===== config.mk =====
export PLATFORM = sky130hd
export DESIGN_NAME = axi_master_addr_port
export DESIGN_NICKNAME = d
export VERILOG_FILES = /design/src/logic/axi_pkg.sv /design/src/logic/axi_addr_channel.sv /design/src/logic/addr_sequencer.sv /design/src/logic/axi_master_addr_port.sv
export VERILOG_INCLUDE_DIRS = /design/src /design/src/include
export SDC_FILE = /design/constraint.sdc
export NUM_CORES = 1
export LEC_CHECK = 0
export BUFFER_PORTS_ARGS = -buffer_cell sky130_fd_sc_hd__buf_2
export CELL_PAD_IN_SITES_DETAIL_PLACEMENT = 1
export CELL_PAD_IN_SITES_GLOBAL_PLACEMENT = 1
export CORE_MARGIN = 2
export CORE_UTILIZATION = 35
export CTS_CLUSTER_SIZE = 12
export DETAILED_ROUTE_END_ITERATION = 16
export PLACE_DENSITY_LB_ADDON = 0.1
export SYNTH_ARGS = -nofsm -noshare
export SYNTH_HDL_FRONTEND = slang
export SYNTH_SLANG_ARGS = --single-unit

===== constraint.sdc =====
create_clock -name clock -period 3.9 [get_ports clock]
set_input_delay 0.585 -clock clock [delete_from_list [all_inputs] [get_ports clock]]
set_output_delay 0.585 -clock clock [all_outputs]
set_load 0.005 [all_outputs]

===== src/include/axi_params.svh =====
/*
 * Shared widths and limits for the AXI4 master address port.
 * Include this header in every file that sizes a port or a counter
 * from these values; the types live in the package instead.
 */

`ifndef AXI_PARAMS_SVH
`define AXI_PARAMS_SVH

// Width of the AxADDR field
`define ADDR_WIDTH 32

// Fixed AxSIZE code, every transfer is one 4-byte word
`define AXSIZE_WORD 3'd2

// AXI4 field widths, set by the protocol and not meant to change
`define AXLEN_WIDTH 8
`define AXSIZE_WIDTH 3
`define AXBURST_WIDTH 2

// Address handshakes that may be issued but not yet answered, both sides together
`define MAX_OUTSTANDING 4
`define CREDIT_WIDTH 3

// Width of each issued-address counter
`define ISSUE_COUNT_WIDTH 16

`endif


===== src/logic/axi_pkg.sv =====
/*
 * Types shared by the AXI4 master address port and its testbench.
 * Refer to these by scoped name, for example axi_pkg::BURST_INCR.
 */

`default_nettype none

`include "axi_params.svh"

package axi_pkg;

    // ------------------------------------------------------------------
    // AxBURST encodings as defined by AXI4
    // ------------------------------------------------------------------

    typedef enum logic [`AXBURST_WIDTH-1:0] {
        BURST_FIXED    = 2'b00,
        BURST_INCR     = 2'b01,
        BURST_WRAP     = 2'b10,
        BURST_RESERVED = 2'b11
    } axburst_e;

    // ------------------------------------------------------------------
    // Sequencer grant state
    // ------------------------------------------------------------------

    // Idle means no channel holds its enable
    typedef enum logic [1:0] {
        SEQ_IDLE  = 2'b00,
        SEQ_READ  = 2'b01,
        SEQ_WRITE = 2'b10
    } seq_state_e;

endpackage

`default_nettype wire


===== src/logic/axi_addr_channel.sv =====
/*
 * One AXI4 address channel, used for both AR and AW.
 * The host loads address, length and burst with one-cycle write strobes,
 * then pulses system_start. The address goes out once the sequencer
 * raises control_enable, and control_done marks the handshake.
 * system_ready stays high whenever the channel is idle.
 */

`timescale 1ns/1ns
`default_nettype none

`include "axi_params.svh"

module axi_addr_channel (
    input  wire logic                         clock,
    input  wire logic                         rst_n,

    // Host side
    input  wire logic [`ADDR_WIDTH-1:0]       system_address,
    input  wire logic                         system_address_wren,
    input  wire logic [`AXLEN_WIDTH-1:0]      system_count,
    input  wire logic                         system_count_wren,
    input  wire axi_pkg::axburst_e            system_burst,
    input  wire logic                         system_burst_wren,
    input  wire logic                         system_start,
    output logic                              system_ready,

    // Sequencer side
    input  wire logic                         control_enable,
    output logic                              pending,
    output logic                              control_done,

    // AXI address bus
    output logic [`ADDR_WIDTH-1:0]            axaddr,
    output logic [`AXLEN_WIDTH-1:0]           axlen,
    output logic [`AXSIZE_WIDTH-1:0]          axsize,
    output axi_pkg::axburst_e                 axburst,
    output logic                              axvalid,
    input  wire logic                         axready
);

    // ------------------------------------------------------------------
    // Handshake and ready
    // ------------------------------------------------------------------

    // The address is presented only when the host has started and the sequencer agrees
    assign axvalid      = control_enable && pending;
    assign control_done = axvalid && axready;
    assign system_ready = !pending;

    // Word-wide transfers only
    assign axsize = `AXSIZE_WORD;

    // ------------------------------------------------------------------
    // Start latch
    // ------------------------------------------------------------------

    // A start pulse arms the channel until the handshake completes
    // Starts that arrive while armed are dropped
    always_ff @(posedge clock) begin
        if (!rst_n) begin
            pending <= 1'b0;
        end else if (control_done) begin
            pending <= 1'b0;
        end else if (system_start) begin
            pending <= 1'b1;
        end
    end

    // ------------------------------------------------------------------
    // Persistent transaction parameters
    // ------------------------------------------------------------------

    // Host writes land only while idle, so an armed transaction keeps its fields
    // The values persist and are reused by the next start without new writes
    always_ff @(posedge clock) begin
        if (!rst_n) begin
            axaddr  <= '0;
            axlen   <= '0;
            axburst <= axi_pkg::BURST_FIXED;
        end else if (!pending) begin
            if (system_address_wren) begin
                axaddr <= system_address;
            end
            if (system_count_wren) begin
                axlen <= system_count;
            end
            if (system_burst_wren) begin
                axburst <= system_burst;
            end
        end
    end

    // ------------------------------------------------------------------
    // Checks
    // ------------------------------------------------------------------

    // The sequencer must hold its enable while the slave stalls
    assert property (@(posedge clock) disable iff (!rst_n)
        (axvalid && !axready) |=> control_enable);

    // A waiting address keeps valid and every field unchanged
    assert property (@(posedge clock) disable iff (!rst_n)
        (axvalid && !axready) |=> axvalid && $stable(axaddr) && $stable(axlen)
                                  && $stable(axburst));

endmodule

`default_nettype wire


===== src/logic/addr_sequencer.sv =====
/*
 * Grants the AR and AW channels one at a time.
 * A pending channel is granted from idle when a credit is free; ties go
 * round-robin, write first after reset. Each handshake takes one shared
 * credit and bumps that side's issue counter, and response-done pulses
 * give credits back.
 */

`timescale 1ns/1ns
`default_nettype none

`include "axi_params.svh"

module addr_sequencer (
    input  wire logic                           clock,
    input  wire logic                           rst_n,
    input  wire logic                           read_pending,
    input  wire logic                           write_pending,
    input  wire logic                           read_done,
    input  wire logic                           write_done,
    input  wire logic                           read_response_done,
    input  wire logic                           write_response_done,
    output logic                                read_enable,
    output logic                                write_enable,
    output logic [`CREDIT_WIDTH-1:0]            credits_free,
    output logic [`ISSUE_COUNT_WIDTH-1:0]       read_issue_count,
    output logic [`ISSUE_COUNT_WIDTH-1:0]       write_issue_count
);

    axi_pkg::seq_state_e state;
    axi_pkg::seq_state_e state_next;

    // Set when the read side was granted most recently
    logic last_was_read;

    logic                        credit_available;
    logic [`CREDIT_WIDTH-1:0]    credits_taken;
    logic [`CREDIT_WIDTH-1:0]    credits_returned;

    // ------------------------------------------------------------------
    // Grant FSM
    // ------------------------------------------------------------------

    assign credit_available = (credits_free != '0);

    always_comb begin
        state_next = state;
        case (state)
            axi_pkg::SEQ_IDLE: begin
                // On a tie, the side that did not go last wins
                if (credit_available) begin
                    if (read_pending && write_pending) begin
                        state_next = last_was_read ? axi_pkg::SEQ_WRITE : axi_pkg::SEQ_READ;
                    end else if (read_pending) begin
                        state_next = axi_pkg::SEQ_READ;
                    end else if (write_pending) begin
                        state_next = axi_pkg::SEQ_WRITE;
                    end
                end
            end
            axi_pkg::SEQ_READ: begin
                if (read_done) begin
                    state_next = axi_pkg::SEQ_IDLE;
                end
            end
            axi_pkg::SEQ_WRITE: begin
                if (write_done) begin
                    state_next = axi_pkg::SEQ_IDLE;
                end
            end
            default: begin
                state_next = axi_pkg::SEQ_IDLE;
            end
        endcase
    end

    always_ff @(posedge clock) begin
        if (!rst_n) begin
            state         <= axi_pkg::SEQ_IDLE;
            last_was_read <= 1'b1;
        end else begin
            state <= state_next;
            if (state == axi_pkg::SEQ_IDLE && state_next != axi_pkg::SEQ_IDLE) begin
                last_was_read <= (state_next == axi_pkg::SEQ_READ);
            end
        end
    end

    // Enables decode straight from the state register
    assign read_enable  = (state == axi_pkg::SEQ_READ);
    assign write_enable = (state == axi_pkg::SEQ_WRITE);

    // ------------------------------------------------------------------
    // Credits and issue counters
    // ------------------------------------------------------------------

    // Only the granted side can complete, so at most one credit goes per edge
    assign credits_taken    = {{(`CREDIT_WIDTH-1){1'b0}}, read_done || write_done};
    assign credits_returned = {{(`CREDIT_WIDTH-1){1'b0}}, read_response_done}
                            + {{(`CREDIT_WIDTH-1){1'b0}}, write_response_done};

    always_ff @(posedge clock) begin
        if (!rst_n) begin
            credits_free      <= `CREDIT_WIDTH'(`MAX_OUTSTANDING);
            read_issue_count  <= '0;
            write_issue_count <= '0;
        end else begin
            // A take and a return on the same edge cancel
            credits_free <= credits_free - credits_taken + credits_returned;
            if (read_done) begin
                read_issue_count <= read_issue_count + 1'b1;
            end
            if (write_done) begin
                write_issue_count <= write_issue_count + 1'b1;
            end
        end
    end

    // ------------------------------------------------------------------
    // Checks
    // ------------------------------------------------------------------

    // A handshake completes only on the side that holds the enable
    assert property (@(posedge clock) disable iff (!rst_n)
        (!read_done || read_enable) && (!write_done || write_enable));

    assert property (@(posedge clock) disable iff (!rst_n) credits_free <= `MAX_OUTSTANDING);

    // Responses may only answer handshakes that are still outstanding
    assert property (@(posedge clock) disable iff (!rst_n)
        (read_response_done || write_response_done) |->
            (credits_free + credits_returned <= `MAX_OUTSTANDING + credits_taken));

endmodule

`default_nettype wire


===== src/logic/axi_master_addr_port.sv =====
/*
 * Address-issue half of a minimal AXI4 master.
 * Holds one read (AR) and one write (AW) address channel and the
 * sequencer that grants them in turn under a shared outstanding limit.
 * Host strobes use the read_ and write_ prefixes, the AXI buses ar_ and aw_.
 */

`timescale 1ns/1ns
`default_nettype none

`include "axi_params.svh"

module axi_master_addr_port (
    input  wire logic                         clock,
    input  wire logic                         rst_n,

    // Read host side
    input  wire logic [`ADDR_WIDTH-1:0]       read_address,
    input  wire logic                         read_address_wren,
    input  wire logic [`AXLEN_WIDTH-1:0]      read_count,
    input  wire logic                         read_count_wren,
    input  wire axi_pkg::axburst_e            read_burst,
    input  wire logic                         read_burst_wren,
    input  wire logic                         read_start,
    output logic                              read_ready,
    input  wire logic                         read_response_done,

    // Write host side
    input  wire logic [`ADDR_WIDTH-1:0]       write_address,
    input  wire logic                         write_address_wren,
    input  wire logic [`AXLEN_WIDTH-1:0]      write_count,
    input  wire logic                         write_count_wren,
    input  wire axi_pkg::axburst_e            write_burst,
    input  wire logic                         write_burst_wren,
    input  wire logic                         write_start,
    output logic                              write_ready,
    input  wire logic                         write_response_done,

    // AR bus
    output logic [`ADDR_WIDTH-1:0]            ar_addr,
    output logic [`AXLEN_WIDTH-1:0]           ar_len,
    output logic [`AXSIZE_WIDTH-1:0]          ar_size,
    output axi_pkg::axburst_e                 ar_burst,
    output logic                              ar_valid,
    input  wire logic                         ar_ready,

    // AW bus
    output logic [`ADDR_WIDTH-1:0]            aw_addr,
    output logic [`AXLEN_WIDTH-1:0]           aw_len,
    output logic [`AXSIZE_WIDTH-1:0]          aw_size,
    output axi_pkg::axburst_e                 aw_burst,
    output logic                              aw_valid,
    input  wire logic                         aw_ready,

    // Status
    output logic [`CREDIT_WIDTH-1:0]          credits_free,
    output logic [`ISSUE_COUNT_WIDTH-1:0]     read_issue_count,
    output logic [`ISSUE_COUNT_WIDTH-1:0]     write_issue_count
);

    // Channel to sequencer handshake
    logic read_pending;
    logic read_done;
    logic read_enable;
    logic write_pending;
    logic write_done;
    logic write_enable;

    axi_addr_channel u_read_channel (
        .clock(clock), .rst_n(rst_n),
        .system_address(read_address), .system_address_wren(read_address_wren),
        .system_count(read_count), .system_count_wren(read_count_wren),
        .system_burst(read_burst), .system_burst_wren(read_burst_wren),
        .system_start(read_start), .system_ready(read_ready),
        .control_enable(read_enable), .pending(read_pending), .control_done(read_done),
        .axaddr(ar_addr), .axlen(ar_len), .axsize(ar_size), .axburst(ar_burst),
        .axvalid(ar_valid), .axready(ar_ready)
    );

    axi_addr_channel u_write_channel (
        .clock(clock), .rst_n(rst_n),
        .system_address(write_address), .system_address_wren(write_address_wren),
        .system_count(write_count), .system_count_wren(write_count_wren),
        .system_burst(write_burst), .system_burst_wren(write_burst_wren),
        .system_start(write_start), .system_ready(write_ready),
        .control_enable(write_enable), .pending(write_pending), .control_done(write_done),
        .axaddr(aw_addr), .axlen(aw_len), .axsize(aw_size), .axburst(aw_burst),
        .axvalid(aw_valid), .axready(aw_ready)
    );

    // Grants one channel at a time and keeps the shared credit count
    addr_sequencer u_sequencer (
        .clock(clock), .rst_n(rst_n),
        .read_pending(read_pending), .write_pending(write_pending),
        .read_done(read_done), .write_done(write_done),
        .read_response_done(read_response_done), .write_response_done(write_response_done),
        .read_enable(read_enable), .write_enable(write_enable),
        .credits_free(credits_free),
        .read_issue_count(read_issue_count), .write_issue_count(write_issue_count)
    );

endmodule

`default_nettype wire


# --- Yosys cells after proc, flatten, opt, wreduce, memory -nomap -nowiden ---
# Cells that the tools add are included.
# W data, S select, Z words.
classes:
  n_reduce_logical: 20
  n_eq_ne: 3
  mux: 8
  n_addsub: 5
  n_bitwise: 3
ops:
  columns: ["operator", "count"]
  rows:
  - ["$add A16 B1 Y16 const B", 2]
  - ["$mux W2", 7]
  - ["$reduce_and A2 Y1", 6]
  - ["$logic_and A1 B1 Y1", 6]
  - ["$pmux W2 S3", 1]
  - ["$eq A2 B1 Y1 const B", 2]
  - ["$reduce_or A2 Y1", 2]
  - ["$add A3 B3 Y3", 1]
  - ["$not A1 Y1", 3]
  - ["$reduce_bool A3 Y1", 1]
  - ["$sub A3 B1 Y3", 1]
  - ["$add A1 B1 Y2", 1]
  - ["$eq A2 B2 Y1 const B", 1]
  - ["$logic_not A1 Y1", 2]
  - ["$logic_not A2 Y1", 1]
  - ["$reduce_bool A2 Y1", 1]
  - ["$logic_or A1 B1 Y1", 1]
totals:
  register_bits: 124

# --- Depth between registers and ports, before layout ---
# Gate-level depths: netlist of the first run.
logic_depth:
  ltp_word: 7
  depth_mapped: 12
  mapped_depth_nobuf: 10

# --- Modules after synthesis ---
# A second synthesis of the first run with hierarchy kept.
unflattened:
  cells_unflattened: 595
  area_unflattened_um2: 5462.7
modules_own_cells:
  columns: ["module", "seq_area_each_um2", "instances", "cells_per_inst", "area_each_um2"]
  rows:
  - ["axi_addr_channel", 860.8, 2, 196, 1793.0]
  - ["addr_sequencer", 760.7, 1, 203, 1876.8]

# --- Worst setup path before layout of the first run ---
# Ideal clock, no wire load.
synth_path:
  kind: "input to register"
  startpoint: "input port ar_ready"
  endpoint: "register u_sequencer.credits_free[2]"
  path_stages: 11
  arrival_time_ns: 2.210
  slack_ns: 1.562
  path_cell_list: "nand4b_4 clkbuf_1 nand2_1 ha_1 inv_1 ha_1 inv_1 fa_1 xnor2_1 xnor2_1 nand2_1"
synth_via:
  elab_chain_cells: 4
synth_rtl:
  columns: ["item", "line_no", "text"]
  rows:
  - ["start, declared", "axi_master_addr_port.sv:45", "input wire logic ar_ready,"]
  - ["$logic_and A1 B1 Y1", "axi_addr_channel.sv:48", "assign control_done = axvalid && axready;"]
  - ["$logic_or A1 B1 Y1", "addr_sequencer.sv:98", "assign credits_taken = {{(`CREDIT_WIDTH-1){1'b0}}, read_done || write_done};"]
  - ["$sub A3 B1 Y3", "addr_sequencer.sv:109", "credits_free <= credits_free - credits_taken + credits_returned;"]
  - ["$add A3 B3 Y3", "addr_sequencer.sv:109", null]
  - ["end signal, assigned", "addr_sequencer.sv:104", "credits_free <= `CREDIT_WIDTH'(`MAX_OUTSTANDING);"]
  - ["end signal, assigned", "addr_sequencer.sv:109", null]
  - ["end, declared", "addr_sequencer.sv:25", "output logic [`CREDIT_WIDTH-1:0] credits_free,"]
# Every way passes these cells.
# A chain may end at the register's enable or synchronous reset.

# --- Final worst setup path of the first run ---
layout_path:
  startpoint: "register u_sequencer.state[1]"
  endpoint: "register u_sequencer.credits_free[2]"
layout_via:
  elab_chain_cells: 6
layout_rtl:
  columns: ["item", "line_no", "text"]
  rows:
  - ["start, declared", "addr_sequencer.sv:30", "axi_pkg::seq_state_e state;"]
  - ["start signal, assigned", "addr_sequencer.sv:79", "state <= axi_pkg::SEQ_IDLE;"]
  - ["start signal, assigned", "addr_sequencer.sv:82", "state <= state_next;"]
  - ["$eq A2 B1 Y1 / $eq A2 B2 Y1 (equally long branches)", "addr_sequencer.sv:90, addr_sequencer.sv:91", null]
  - ["$logic_and A1 B1 Y1", "axi_addr_channel.sv:47", "assign axvalid = control_enable && pending;"]
  - ["$logic_and A1 B1 Y1", "axi_addr_channel.sv:48", null]
  - ["$logic_or A1 B1 Y1 (*)", "addr_sequencer.sv:98", null]
  - ["$sub A3 B1 Y3 (*)", "addr_sequencer.sv:109", null]
  - ["$add A3 B3 Y3 (*)", "addr_sequencer.sv:109", null]
# Every way passes the cells marked *; elsewhere a longest branch is shown, timed or not.

==> impl_results.md, run 1 <==
- Number of clock sinks: 124
- Cells after Synth: 579
- Setup Viol. Count Final: 0
- Share of async-settable or async-resettable flops after synthesis: 0
- Register bit total from synthesis: 124
- Cell row count: 43
- Arrival time worst endpoint: between 2000 and 3000 ps
- Setup slack of the critical path after layout: 1580 ps
- Clock root buffer: sky130_fd_sc_hd__clkbuf_16
- Fin Setup TNS: 0 ps
- Data required time of the worst path: 4190 ps
- Count of endpoints failing hold in the final timing report: 0
- Buffer count from post-CTS setup fixing: 0
- Starting Density: 0.355
- Port Buf Inserts: 220
- Mean Syn Cell Area: 8.41 µm²
- Lkg Pwr: 3.10 nW
- GPL Wtd Cong: approximately 0.75
- Endpoint class of the critical path: register
- Cts bufs inserted: 17
- Number of detailed-routing iterations run before antenna repair: 4
- Combined area of all synthesized cells: 4870 µm²
- GR Overflow Total: 0
- Largest driver fanout on the critical path: 13
- Top post-synthesis cells by area: sky130_fd_sc_hd__dfxtp_1, sky130_fd_sc_hd__nand2_1, sky130_fd_sc_hd__a21oi_1
- Leading register cell type out of synthesis: sky130_fd_sc_hd__dfxtp_1
- Drt first-iter violations: 180
- Setup repair after global routing missed its margin: false
- Drc violations: 0
- DIE AREA: ~15000 µm²
- Most common library cells after synthesis: sky130_fd_sc_hd__nand2_1, sky130_fd_sc_hd__dfxtp_1, sky130_fd_sc_hd__a21oi_1, sky130_fd_sc_hd__nor2_1, sky130_fd_sc_hd__clkbuf_1
- Count leader, synth: sky130_fd_sc_hd__nand2_1
- Maximum vdd ir drop: 254 µV
- Portion of the clock cycle consumed by the worst path in the final layout: 0.594
- Via-per-instance ratio: between 4 and 5
- Clk slew on worst S/H paths: 50 ps
- Crit-path cells: nand4b_4 > nand2_1 > ha_1 > inv_1 > ha_1 > inv_1 > fa_1 > xnor2_1 > xnor2_1 > nand2_1
- All-Layer GR Usage: 0.192
- Floorplan die height: approximately 120 µm
- Total wire length: approximately 14000 µm
- Number of synthesized flops with an enable pin: 0
- Antenna violations before repair: 0
- Number of max-cap violations: 0
- Share of Yosys cell area claimed by the top area cell type: 0.510
- Pre-CTS WS: 1490 ps
- Area growth syn-to-layout: 35.9%
- Setup CP Type: reg -> reg
- Number of nets with antenna violations after routing: 0
- Library cells used by synthesis: 40
- Result of the run: finished, final reports clean
- Clock tree from TritonCTS: done
- Hold Path Class: in -> reg
- Routed length per placed instance: 14.7 µm
- Max Slew Vio Count: 0
- CP Launch Type: register
- First-pass GRT wire length: 22700 µm
- Net count reported at finish: 891
- Final Critical Period: 2320 ps
- Worst slew margin relative to its limit: 0.254
- H-tree lvl count: 4
- Insertion delay to the later sink of the worst-skew pair: 400 ps
- Maximum buffer depth of the clock tree: 2
- Highest-delay cell along the critical path: sky130_fd_sc_hd__dfxtp_1
- Worst clock skew: about 4.8 ps
- Die outline width: 122 µm
- Proportion of synthesized chip area in sequential cells: 0.510
- Standard cell core area: 13700 µm²
- Maximum clock rate: roughly 430 MHz
- Syn. warnings: 0
- Largest net degree at the start of global routing: 105
- Cells resized by post-CTS repair: 0
- Power density of the placed cells: ~490 nW/µm²
- Most area-hungry cell type in the Yosys netlist: sky130_fd_sc_hd__dfxtp_1
- Via total after detailed routing: 4687
- Largest incremental delay on the critical path: about 550 ps
- Worst Tran Pin Value: 1120 ps
- # hold bufs at CTS: 0
- Final HPWL DP: between 10000 and 15000 µm
- Fraction of final layout cells sized beyond drive strength 1: 0.325
- Number of antenna cells inserted: 0
- Count of boundary I/O pins: 227
- Vias in the first global route: between 4000 and 5000
registers in the layout, indices dropped and copies added, names as in the netlist:
signal                         cells
u_read_channel.axburst             2
u_read_channel.pending             1
u_write_channel.axaddr            32
u_write_channel.axburst            2
u_sequencer.write_issue_count     16
u_sequencer.credits_free           3
u_sequencer.read_issue_count      16
u_read_channel.axlen               8
u_read_channel.axaddr             32
u_write_channel.pending            1
u_sequencer.state                  2
u_write_channel.axlen              8
u_sequencer.last_was_read          1
final cells by class:
cell class / count / area (µm²)
multi-input cells: 406 / 2170
flip-flops and latches: 124 / 2480
fillers: 1724 / 7100
well taps: 180 / 225
repair buffers: 224 / 1130
clock buffers: 22 / 464
inverters: 13 / 50.0
clock inverters: 9 / 95.1
logic make-up after synthesis:
logic type	after synthesis	share of synthesized area
flip-flops	124	0.510
adder cells (fa/ha/maj)	7	0.0195
buffers and inverters	53	0.0488
XOR/XNOR	20	0.0360
multiplexers	23	0.0473
AND/OR/NAND/NOR	260	0.241
AO/OA/AOI/OAI	90	0.0961
other	2	0.00154
layer usage:
layer,track usage,wire [µm]
met5,0,0
met3,0.0646,1190
met2,0.329,7060
met1,0.222,5850
met4,0.0740,251
critical path, delay by kind of cell, from the launching register on:
family / cells / cell delay, ps
buffers and inverters: 2 / 110
adders and majority gates: 3 / 800
DFF: 1 / 550
and+or+nand+nor: 3 / 430
xor gates and xnor gates: 2 / 320
power breakdown:
group          internal (W)  total [W]  switching [W]
Clock              0.000961    0.00149       0.000525
Combinational      0.000170   0.000360       0.000189
Sequential          0.00134    0.00140      0.0000563
metrics by stage:
stage / util / hold WS [ps] / cells / total power, W / cell area (µm²)
floorplan: - / 430 / 583 / 0.00163 / 4880
global placement: 0.442 / 440 / 947 / 0.00177 / 6060
detailed placement: 0.442 / 446 / 947 / 0.00179 / 6060
CTS: 0.482 / 396 / 978 / 0.00330 / 6620
global route: 0.482 / 413 / 978 / 0.00340 / 6620
finish: 0.482 / 412 / 978 / 0.00324 / 6620
cells in the final DEF (no fill, tap or decap), drive strengths merged, types with 2 or more instances in the layout:
cell type,n
nand3,8
o21a,2
conb,6
nor2,44
and2b,2
o21ai,8
and4b,2
or4,5
or3,6
nand2,155
nor4,6
nand4,10
bufinv,2
nand2b,3
dfxtp,124
xor2,6
ha,6
a21oi,76
clkinv,8
clkbuf,22
xnor2,14
buf,224
inv,12
nor2b,4
nor3,8
nand4b,2
mux2i,23
worst paths after layout:
path,startpoint,end,slack [ps],depth (start not counted)
worst max-delay path,u_sequencer.state[1],u_sequencer.credits_free[2],1580,10
worst min-delay path,read_address[17],u_read_channel.axaddr[17],410,3
worst min register to register,u_read_channel.axaddr[28],u_read_channel.axaddr[28],450,2
worst max register to register,u_sequencer.state[1],u_sequencer.credits_free[2],1580,10
Power figures use the tool's default switching activity.
==> inputs of run 2 (changes only) <==
--- a/config.mk
+++ b/config.mk
@@ -6,11 +6,12 @@
 export SDC_FILE = /design/constraint.sdc
 export NUM_CORES = 1
 export LEC_CHECK = 0
+export ABC_AREA = 1
 export BUFFER_PORTS_ARGS = -buffer_cell sky130_fd_sc_hd__buf_2
 export CELL_PAD_IN_SITES_DETAIL_PLACEMENT = 1
 export CELL_PAD_IN_SITES_GLOBAL_PLACEMENT = 1
 export CORE_MARGIN = 2
-export CORE_UTILIZATION = 35
+export CORE_UTILIZATION = 32
 export CTS_CLUSTER_SIZE = 12
 export DETAILED_ROUTE_END_ITERATION = 16
 export PLACE_DENSITY_LB_ADDON = 0.1
==> constraint.sdc (replaced) <==
create_clock -name clock -period 2.15 [get_ports clock]
set_input_delay 0.3225 -clock clock [delete_from_list [all_inputs] [get_ports clock]]
set_output_delay 0.3225 -clock clock [all_outputs]
set_load 0.005 [all_outputs]
==> run 2 against run 1 <==
Effect of this change:
- sequential cell count stayed put
- via count up 11%
- die area up 13%
- cell count grew 15%
- largest power group unchanged
- fmax rose by 16%
- global-route usage rose by 0.47 points
- critical path depth is the same
- critical endpoint unchanged
- design area up 4.9%
- power grew 94%
- core utilization down 2.7 points
- sequential power is 85% higher
==> impl_results.md, run 2 <==
- Worst Tran Pin Value: 562 ps
- Mean Syn Cell Area: 7.41 µm²
- Highest-delay cell along the critical path: sky130_fd_sc_hd__dfxtp_2
- Count of boundary I/O pins: 227
- Drt first-iter violations: 165
- Commonest non-fill, non-tap cells in the layout: sky130_fd_sc_hd__buf_2, sky130_fd_sc_hd__nor2_1, sky130_fd_sc_hd__dfxtp_1, sky130_fd_sc_hd__o21ai_0, sky130_fd_sc_hd__nand2_1
- Number of detailed-routing iterations run before antenna repair: 4
- Share of total power in sequential cells: 0.412
- Setup repair after global routing missed its margin: false
- Buffering stage count on the worst path with inverters included: 3
- Syn. warnings: 0
- Adder-cell share of the synthesized area: 0.0189
- H-tree lvl count: 4
- Number of max-cap violations: 0
- Layout fillers: 1965
- Largest incremental delay on the critical path: a little under 400 ps
- Starting Density: 0.330
- Die outline width: roughly 130 µm
- GPL Wtd Cong: 0.810
- Data required time of the worst path: roughly 2500 ps
- Most area-hungry cell type in the Yosys netlist: sky130_fd_sc_hd__dfxtp_1
- Number of synthesized flops with an enable pin: 0
- Share of the synthesized area in compound gates (AO/OA/AOI/OAI): 0.123
- Top post-synthesis cells by area: sky130_fd_sc_hd__dfxtp_1, sky130_fd_sc_hd__nor2_1, sky130_fd_sc_hd__o21ai_0
- Port Buf Inserts: 220
- Portion of the clock cycle consumed by the worst path in the final layout: 0.928
- Largest net degree at the start of global routing: 90
- Standard cell core area: around 15000 µm²
- Number of cells after detailed placement: 1091
- First-pass GRT wire length: 25900 µm
- Final HPWL DP: 12500 µm
- Cts bufs inserted: 17
- Insertion delay to the later sink of the worst-skew pair: 410 ps
- Max Slew Vio Count: 0
- Tot Pwr: around 0.0063 W
- Worst slew margin relative to its limit: 0.625
- Fraction of synthesized cell area in xor and xnor cells: 0.00871
- Net count reported at finish: 1004
- Total wire length: 16600 µm
- Antenna violations before repair: 2
- Cells after Synth: about 680
- Via-per-instance ratio: 4.59
- Area growth syn-to-layout: 38.0%
- Count of endpoints failing hold in the final timing report: 0
- Share of cell area taken by muxes after synthesis: 0
- Lkg Pwr: 3.37 nW
- Proportion of synthesized chip area in sequential cells: 0.494
- Clk slew on worst S/H paths: roughly 60 ps
- Final Critical Period: about 2000 ps
- Simple-Gate Fraction of Synth Area: 0.278
- Net switching power: between 0.0015 and 0.002 W
- Largest driver fanout on the critical path: 6
- Share of async-settable or async-resettable flops after synthesis: 0
- Library cells used by synthesis: 33
- Hold Path Class: in -> reg
- Number of clock sinks: 124
- Maximum vdd ir drop: 487 µV
- Clock tree from TritonCTS: done
- CP Launch Type: register
- Routed length per placed instance: 14.7 µm
- Leading register cell type out of synthesis: sky130_fd_sc_hd__dfxtp_1
- Largest registers: u_read_channel.axaddr: 32 flops, u_write_channel.axaddr: 32 flops
- Worst clock skew: 5.63 ps
- Count leader, synth: sky130_fd_sc_hd__nor2_1
- Drc violations: 0
- Maximum buffer depth of the clock tree: 2
- Non-filler instance count after layout: approximately 1100
- Clock root buffer: sky130_fd_sc_hd__clkbuf_16
- Gate power share: 0.140
- Largest family of logic cells by synthesized area: simple AND/OR/NAND/NOR gates
- Share of Yosys cell area claimed by the top area cell type: 0.494
- Result of the run: finished, final reports clean
- Register bit total from synthesis: 124
- Floorplan die height: 129 µm
- Crit-path cells: inv_1 > nand4_4 > nand2_1 > ha_1 > inv_1 > ha_1 > inv_1 > fa_1 > or2_2 > nand3_1
- Proportion of power drawn by the clock network: 0.448
- Fin Setup TNS: 0 ps
- Most common library cells after synthesis: sky130_fd_sc_hd__nor2_1, sky130_fd_sc_hd__dfxtp_1, sky130_fd_sc_hd__o21ai_0, sky130_fd_sc_hd__nand2_1, sky130_fd_sc_hd__inv_1
- Arrival time worst endpoint: 2350 ps
- GR Overflow Total: 0
- Vias in the first global route: 5242
- Endpoint class of the critical path: register
- Power density of the placed cells: between 900 and 1000 nW/µm²
- Setup Viol. Count Final: 0
- Combined area of all synthesized cells: 5030 µm²
- Maximum clock rate: 501 MHz
- Internal power consumption: 0.00459 W
- Cell row count: 45
- Most common cell after layout, fill and taps aside: sky130_fd_sc_hd__buf_2
- Fraction of final layout cells sized beyond drive strength 1: 0.305
- DIE AREA: 16700 µm²
- Setup CP Type: reg -> reg
- Cell class contributing the biggest share of worst-path delay: adder cells
- All-Layer GR Usage: 0.197
- Switching fraction of total power: 0.271
- # hold bufs at CTS: 0
- Number of nets with antenna violations after routing: 0
- Cell mode on critical path: sky130_fd_sc_hd__inv_1
- Via total after detailed routing: 5183
## run 2: changes by cell type after synthesis, sizes merged, moves of 7 or more
cell | before | now
a21oi | 76 | 21
clkbuf | 26 | 14
inv | 12 | 55
mux2i | 23 | 0
nand2 | 155 | 73
nand3 | 8 | 15
nor2 | 44 | 219
o21ai | 8 | 97
xnor2 | 14 | 5
## run 2: final cells by class
| type | count | area (µm²) | area share |
|---|---|---|---|
| clock inverter | 14 | 148 | 0.0213 |
| sequential | 124 | 2480 | 0.358 |
| tap | 211 | 264 | 0.0380 |
| clock buffer | 18 | 439 | 0.0633 |
| antenna | 5 | 12.5 | 0.00180 |
| multi-input combinational | 471 | 2180 | 0.314 |
| timing repair buffer | 230 | 1200 | 0.173 |
| inverter | 55 | 209 | 0.0301 |
## run 2: cells by family after synthesis
family	after synthesis
adder cells (fa/ha/maj)	7
XOR/XNOR	5
flip-flops	124
AND/OR/NAND/NOR	331
buffers and inverters	88
other	2
AO/OA/AOI/OAI	122
## run 2: timing repair
item / CTS / global route
setup buffers: 0 / 0
setup endpoints to repair: 0 / 1
resized for setup: 0 / 2
## run 2: per-layer routing
metal | up-vias | track usage | wire length [µm]
met5 | - | 0 | 0
met4 | 0 | 0.0838 | 371
met3 | 25 | 0.0450 | 927
met2 | 144 | 0.342 | 8220
met1 | 2423 | 0.234 | 7080
li1 | 2591 | - | -
## run 2: tightest hold or removal path: stages
cell and delay [ps]:
sky130_fd_sc_hd__buf_2 80, sky130_fd_sc_hd__o21ai_1 60, sky130_fd_sc_hd__nor2_1 70
## run 2: power by group through the flow
stage                     combinational [W]  sequential [W]  clock [W]
after CTS                          0.000900         0.00259    0.00290
after global placement             0.000844         0.00263          0
after detailed placement           0.000886         0.00264          0
after global routing                0.00101         0.00262    0.00300
final                              0.000881         0.00259    0.00282
after floorplan                    0.000464         0.00264          0
## run 2: path summary, 6_finish.rpt
| path | to | from | depth (start not counted) | slack, ps |
|---|---|---|---|---|
| setup / recovery | u_sequencer.credits_free[2] | u_sequencer.state[1] | 10 | 150 |
| hold / removal | u_write_channel.axaddr[19] | write_address[19] | 3 | 150 |
| setup reg to reg | u_sequencer.credits_free[2] | u_sequencer.state[1] | 10 | 150 |
| hold reg to reg | u_read_channel.axlen[1] | u_read_channel.axlen[1] | 2 | 480 |
## run 2: per-stage QoR
stage | hold WS (ps) | cell area [µm²] | worst slack [ps] | utilization
final | 155 | 6940 | 155 | 0.455
after global routing | 151 | 6930 | 14.7 | 0.454
after CTS | 135 | 6930 | 32.3 | 0.454
after detailed placement | 467 | 6340 | 67.2 | 0.415
after global placement | 458 | 6340 | 162 | 0.415
after floorplan | 450 | 5040 | 58.0 | -
==> inputs of run 3 (changes only) <==
--- a/config.mk
+++ b/config.mk
@@ -6,12 +6,12 @@
 export SDC_FILE = /design/constraint.sdc
 export NUM_CORES = 1
 export LEC_CHECK = 0
-export ABC_AREA = 1
 export BUFFER_PORTS_ARGS = -buffer_cell sky130_fd_sc_hd__buf_2
 export CELL_PAD_IN_SITES_DETAIL_PLACEMENT = 1
 export CELL_PAD_IN_SITES_GLOBAL_PLACEMENT = 1
 export CORE_MARGIN = 2
-export CORE_UTILIZATION = 32
+export CORE_UTILIZATION = 33
+export CTS_CLUSTER_DIAMETER = 40
 export CTS_CLUSTER_SIZE = 12
 export DETAILED_ROUTE_END_ITERATION = 16
 export PLACE_DENSITY_LB_ADDON = 0.1
==> run 3 against run 2 <==
Effect of this change:
- clock power hardly changed
- design area is 1.9% lower
- largest power group unchanged
- critical path depth stayed put
- die area is 5.9% lower
- critical path type unchanged
- sequential share of layout area is 0.69 points higher
- register-to-register slack hardly changed
- largest cell class unchanged
- worst hold slack worse by 5.7 ps
- first-iteration DRC count is 8.5% lower
- sequential cell count stayed put
- core utilization is 1.5 points higher
- clock skew is 0.80 ps lower
==> impl_results.md, run 3 (synthesis results as in run 1) <==
- Met2 Routed Length: ~7300 µm
- Routed length per placed instance: around 15 µm
- Worst slew margin relative to its limit: 0.651
- Setup CP Type: reg -> reg
- Met3 Wirelength: 1150 µm
- Worst clock skew: approximately 4.8 ps
- Final Critical Period: 2010 ps
- Standard cell core area: 14500 µm²
- Clock root buffer: sky130_fd_sc_hd__clkbuf_16
- Buffer count from post-CTS setup fixing: 0
- Insertion delay to the later sink of the worst-skew pair: slightly above 400 ps
- Count of boundary I/O pins: approximately 230
- Setup Viol. Count Final: 0
- Tot Pwr: 0.00606 W
- Number of clock sinks: between 100 and 150
- Largest incremental delay on the critical path: 390 ps
- Worst Tran Pin Value: 522 ps
- Number of nets with antenna violations after routing: 0
- Number of antenna cells inserted: 0
- Lkg Pwr: 3.19 nW
- Maximum buffer depth of the clock tree: 2
- Share of total power in sequential cells: 0.415
- DIE AREA: 15700 µm²
- Gate power share: 0.119
- Floorplan die height: 125 µm
- Fin Setup TNS: 0 ps
- Total wire length: 14900 µm
- Proportion of power drawn by the clock network: 0.466
- Drt first-iter violations: 151
- Largest net degree at the start of global routing: 34
- Highest-delay cell along the critical path: sky130_fd_sc_hd__dfxtp_2
- Internal power consumption: 0.00463 W
- Port Buf Inserts: 220
- Hold Path Class: in -> reg
- Largest driver fanout on the critical path: 5
- Cts bufs inserted: 17
- Area growth syn-to-layout: 39.8%
- Via total after detailed routing: 4744
- Die outline width: 125 µm
- Drc violations: 0
- All-Layer GR Usage: 0.191
- Cell row count: 44
- Commonest non-fill, non-tap cells in the layout: sky130_fd_sc_hd__buf_2, sky130_fd_sc_hd__nand2_1, sky130_fd_sc_hd__dfxtp_1, sky130_fd_sc_hd__a21oi_1, sky130_fd_sc_hd__nor2_1
- Starting Density: 0.336
- Number of detailed-routing iterations run before antenna repair: 4
- Data required time of the worst path: between 2000 and 2500 ps
- Arrival time worst endpoint: 2300 ps
- Portion of the clock cycle consumed by the worst path in the final layout: 0.933
- GPL Wtd Cong: 0.770
- Most common cell after layout, fill and taps aside: sky130_fd_sc_hd__buf_2
- First-pass GRT wire length: 24200 µm
- Vias in the first global route: 4900
- Highest routed metal layer: met4
- CP Launch Type: register
- H-tree lvl count: 4
- Via-per-instance ratio: 4.77
- Result of the run: finished, final reports clean
- Antenna violations before repair: 0
- Number of max-cap violations: 0
- Maximum clock rate: 499 MHz
- Net switching power: 0.00143 W
- Net count reported at finish: 903
- Clk slew on worst S/H paths: about 50 ps
- Fraction of final layout cells sized beyond drive strength 1: 0.338
- Largest registers: u_read_channel.axaddr: 32 flops, u_write_channel.axaddr: 32 flops
- Setup repair after global routing missed its margin: false
- Power density of the placed cells: 890 nW/µm²
- Total routed wire length on the met1 layer: 6200 µm
- Max Slew Vio Count: 0
- GR Overflow Total: 0
- Clock tree from TritonCTS: done
- Count of endpoints failing hold in the final timing report: 0
- Maximum vdd ir drop: 503 µV
- Switching fraction of total power: 0.236
- Crit-path cells: nand4b_4 > nand2_1 > ha_1 > inv_1 > ha_1 > inv_1 > fa_1 > xnor2_1 > xnor2_1 > nand2_1
- Endpoint class of the critical path: register
- Final HPWL DP: 11200 µm
==> run 3: layout make-up <==
cell class                 count  area, µm²
fill                        1796       7670
sequential                   124       2480
multi-input combinational    406       2170
timing repair buffer         236       1280
clock buffer                  25        505
tap                          184        230
clock inverter                 7       85.1
inverter                      13       50.0
==> run 3: final timing paths <==
check,startpoint,end,slack (ps),cells after the start
setup / recovery,u_sequencer.state[1],u_sequencer.credits_free[2],140,10
hold / removal,read_burst[0],u_read_channel.axburst[0],150,3
setup reg to reg,u_sequencer.state[1],u_sequencer.credits_free[2],140,10
hold reg to reg,u_read_channel.axaddr[6],u_read_channel.axaddr[6],450,2
==> run 3: timing repair <==
action	CTS	global route
gates resized for setup	0	2
hold buffers	0	0
setup endpoints to repair	0	1
endpoints found under the hold margin	0	0
==> run 3: power by group through the flow <==
stage / registers, W / clock network, W / logic, W
floorplan: 0.00256 / 0 / 0.000398
global placement: 0.00255 / 0 / 0.000709
detailed placement: 0.00256 / 0 / 0.000736
CTS: 0.00252 / 0.00289 / 0.000738
global route: 0.00253 / 0.00299 / 0.000814
finish: 0.00252 / 0.00282 / 0.000720
==> run 3: layer usage <==
metal / track usage / vias up
li1: - / 2345
met1: 0.219 / 2237
met2: 0.327 / 145
met3: 0.0685 / 17
met4: 0.0667 / 0
met5: 0 / -
==> run 3: through the flow <==
step	hold slack, ps	worst slack [ps]	utilization	cells	area [µm²]
4_1_cts	132	27.4	0.470	995	6810
3_3_place_gp	439	151	0.429	963	6220
3_5_place_dp	448	42.0	0.429	963	6220
6_report	149	144	0.470	995	6810
2_1_floorplan	430	13.1	-	583	4890
5_1_grt	147	32.6	0.470	995	6810
==> run 3: critical path, delay by kind of cell (launching register included) <==
kind,cells,cell delay [ps]
adders and majority gates,3,780
DFF,1,390
xor gates and xnor gates,2,330
and+or+nand+nor,3,280
buffers and inverters,2,110
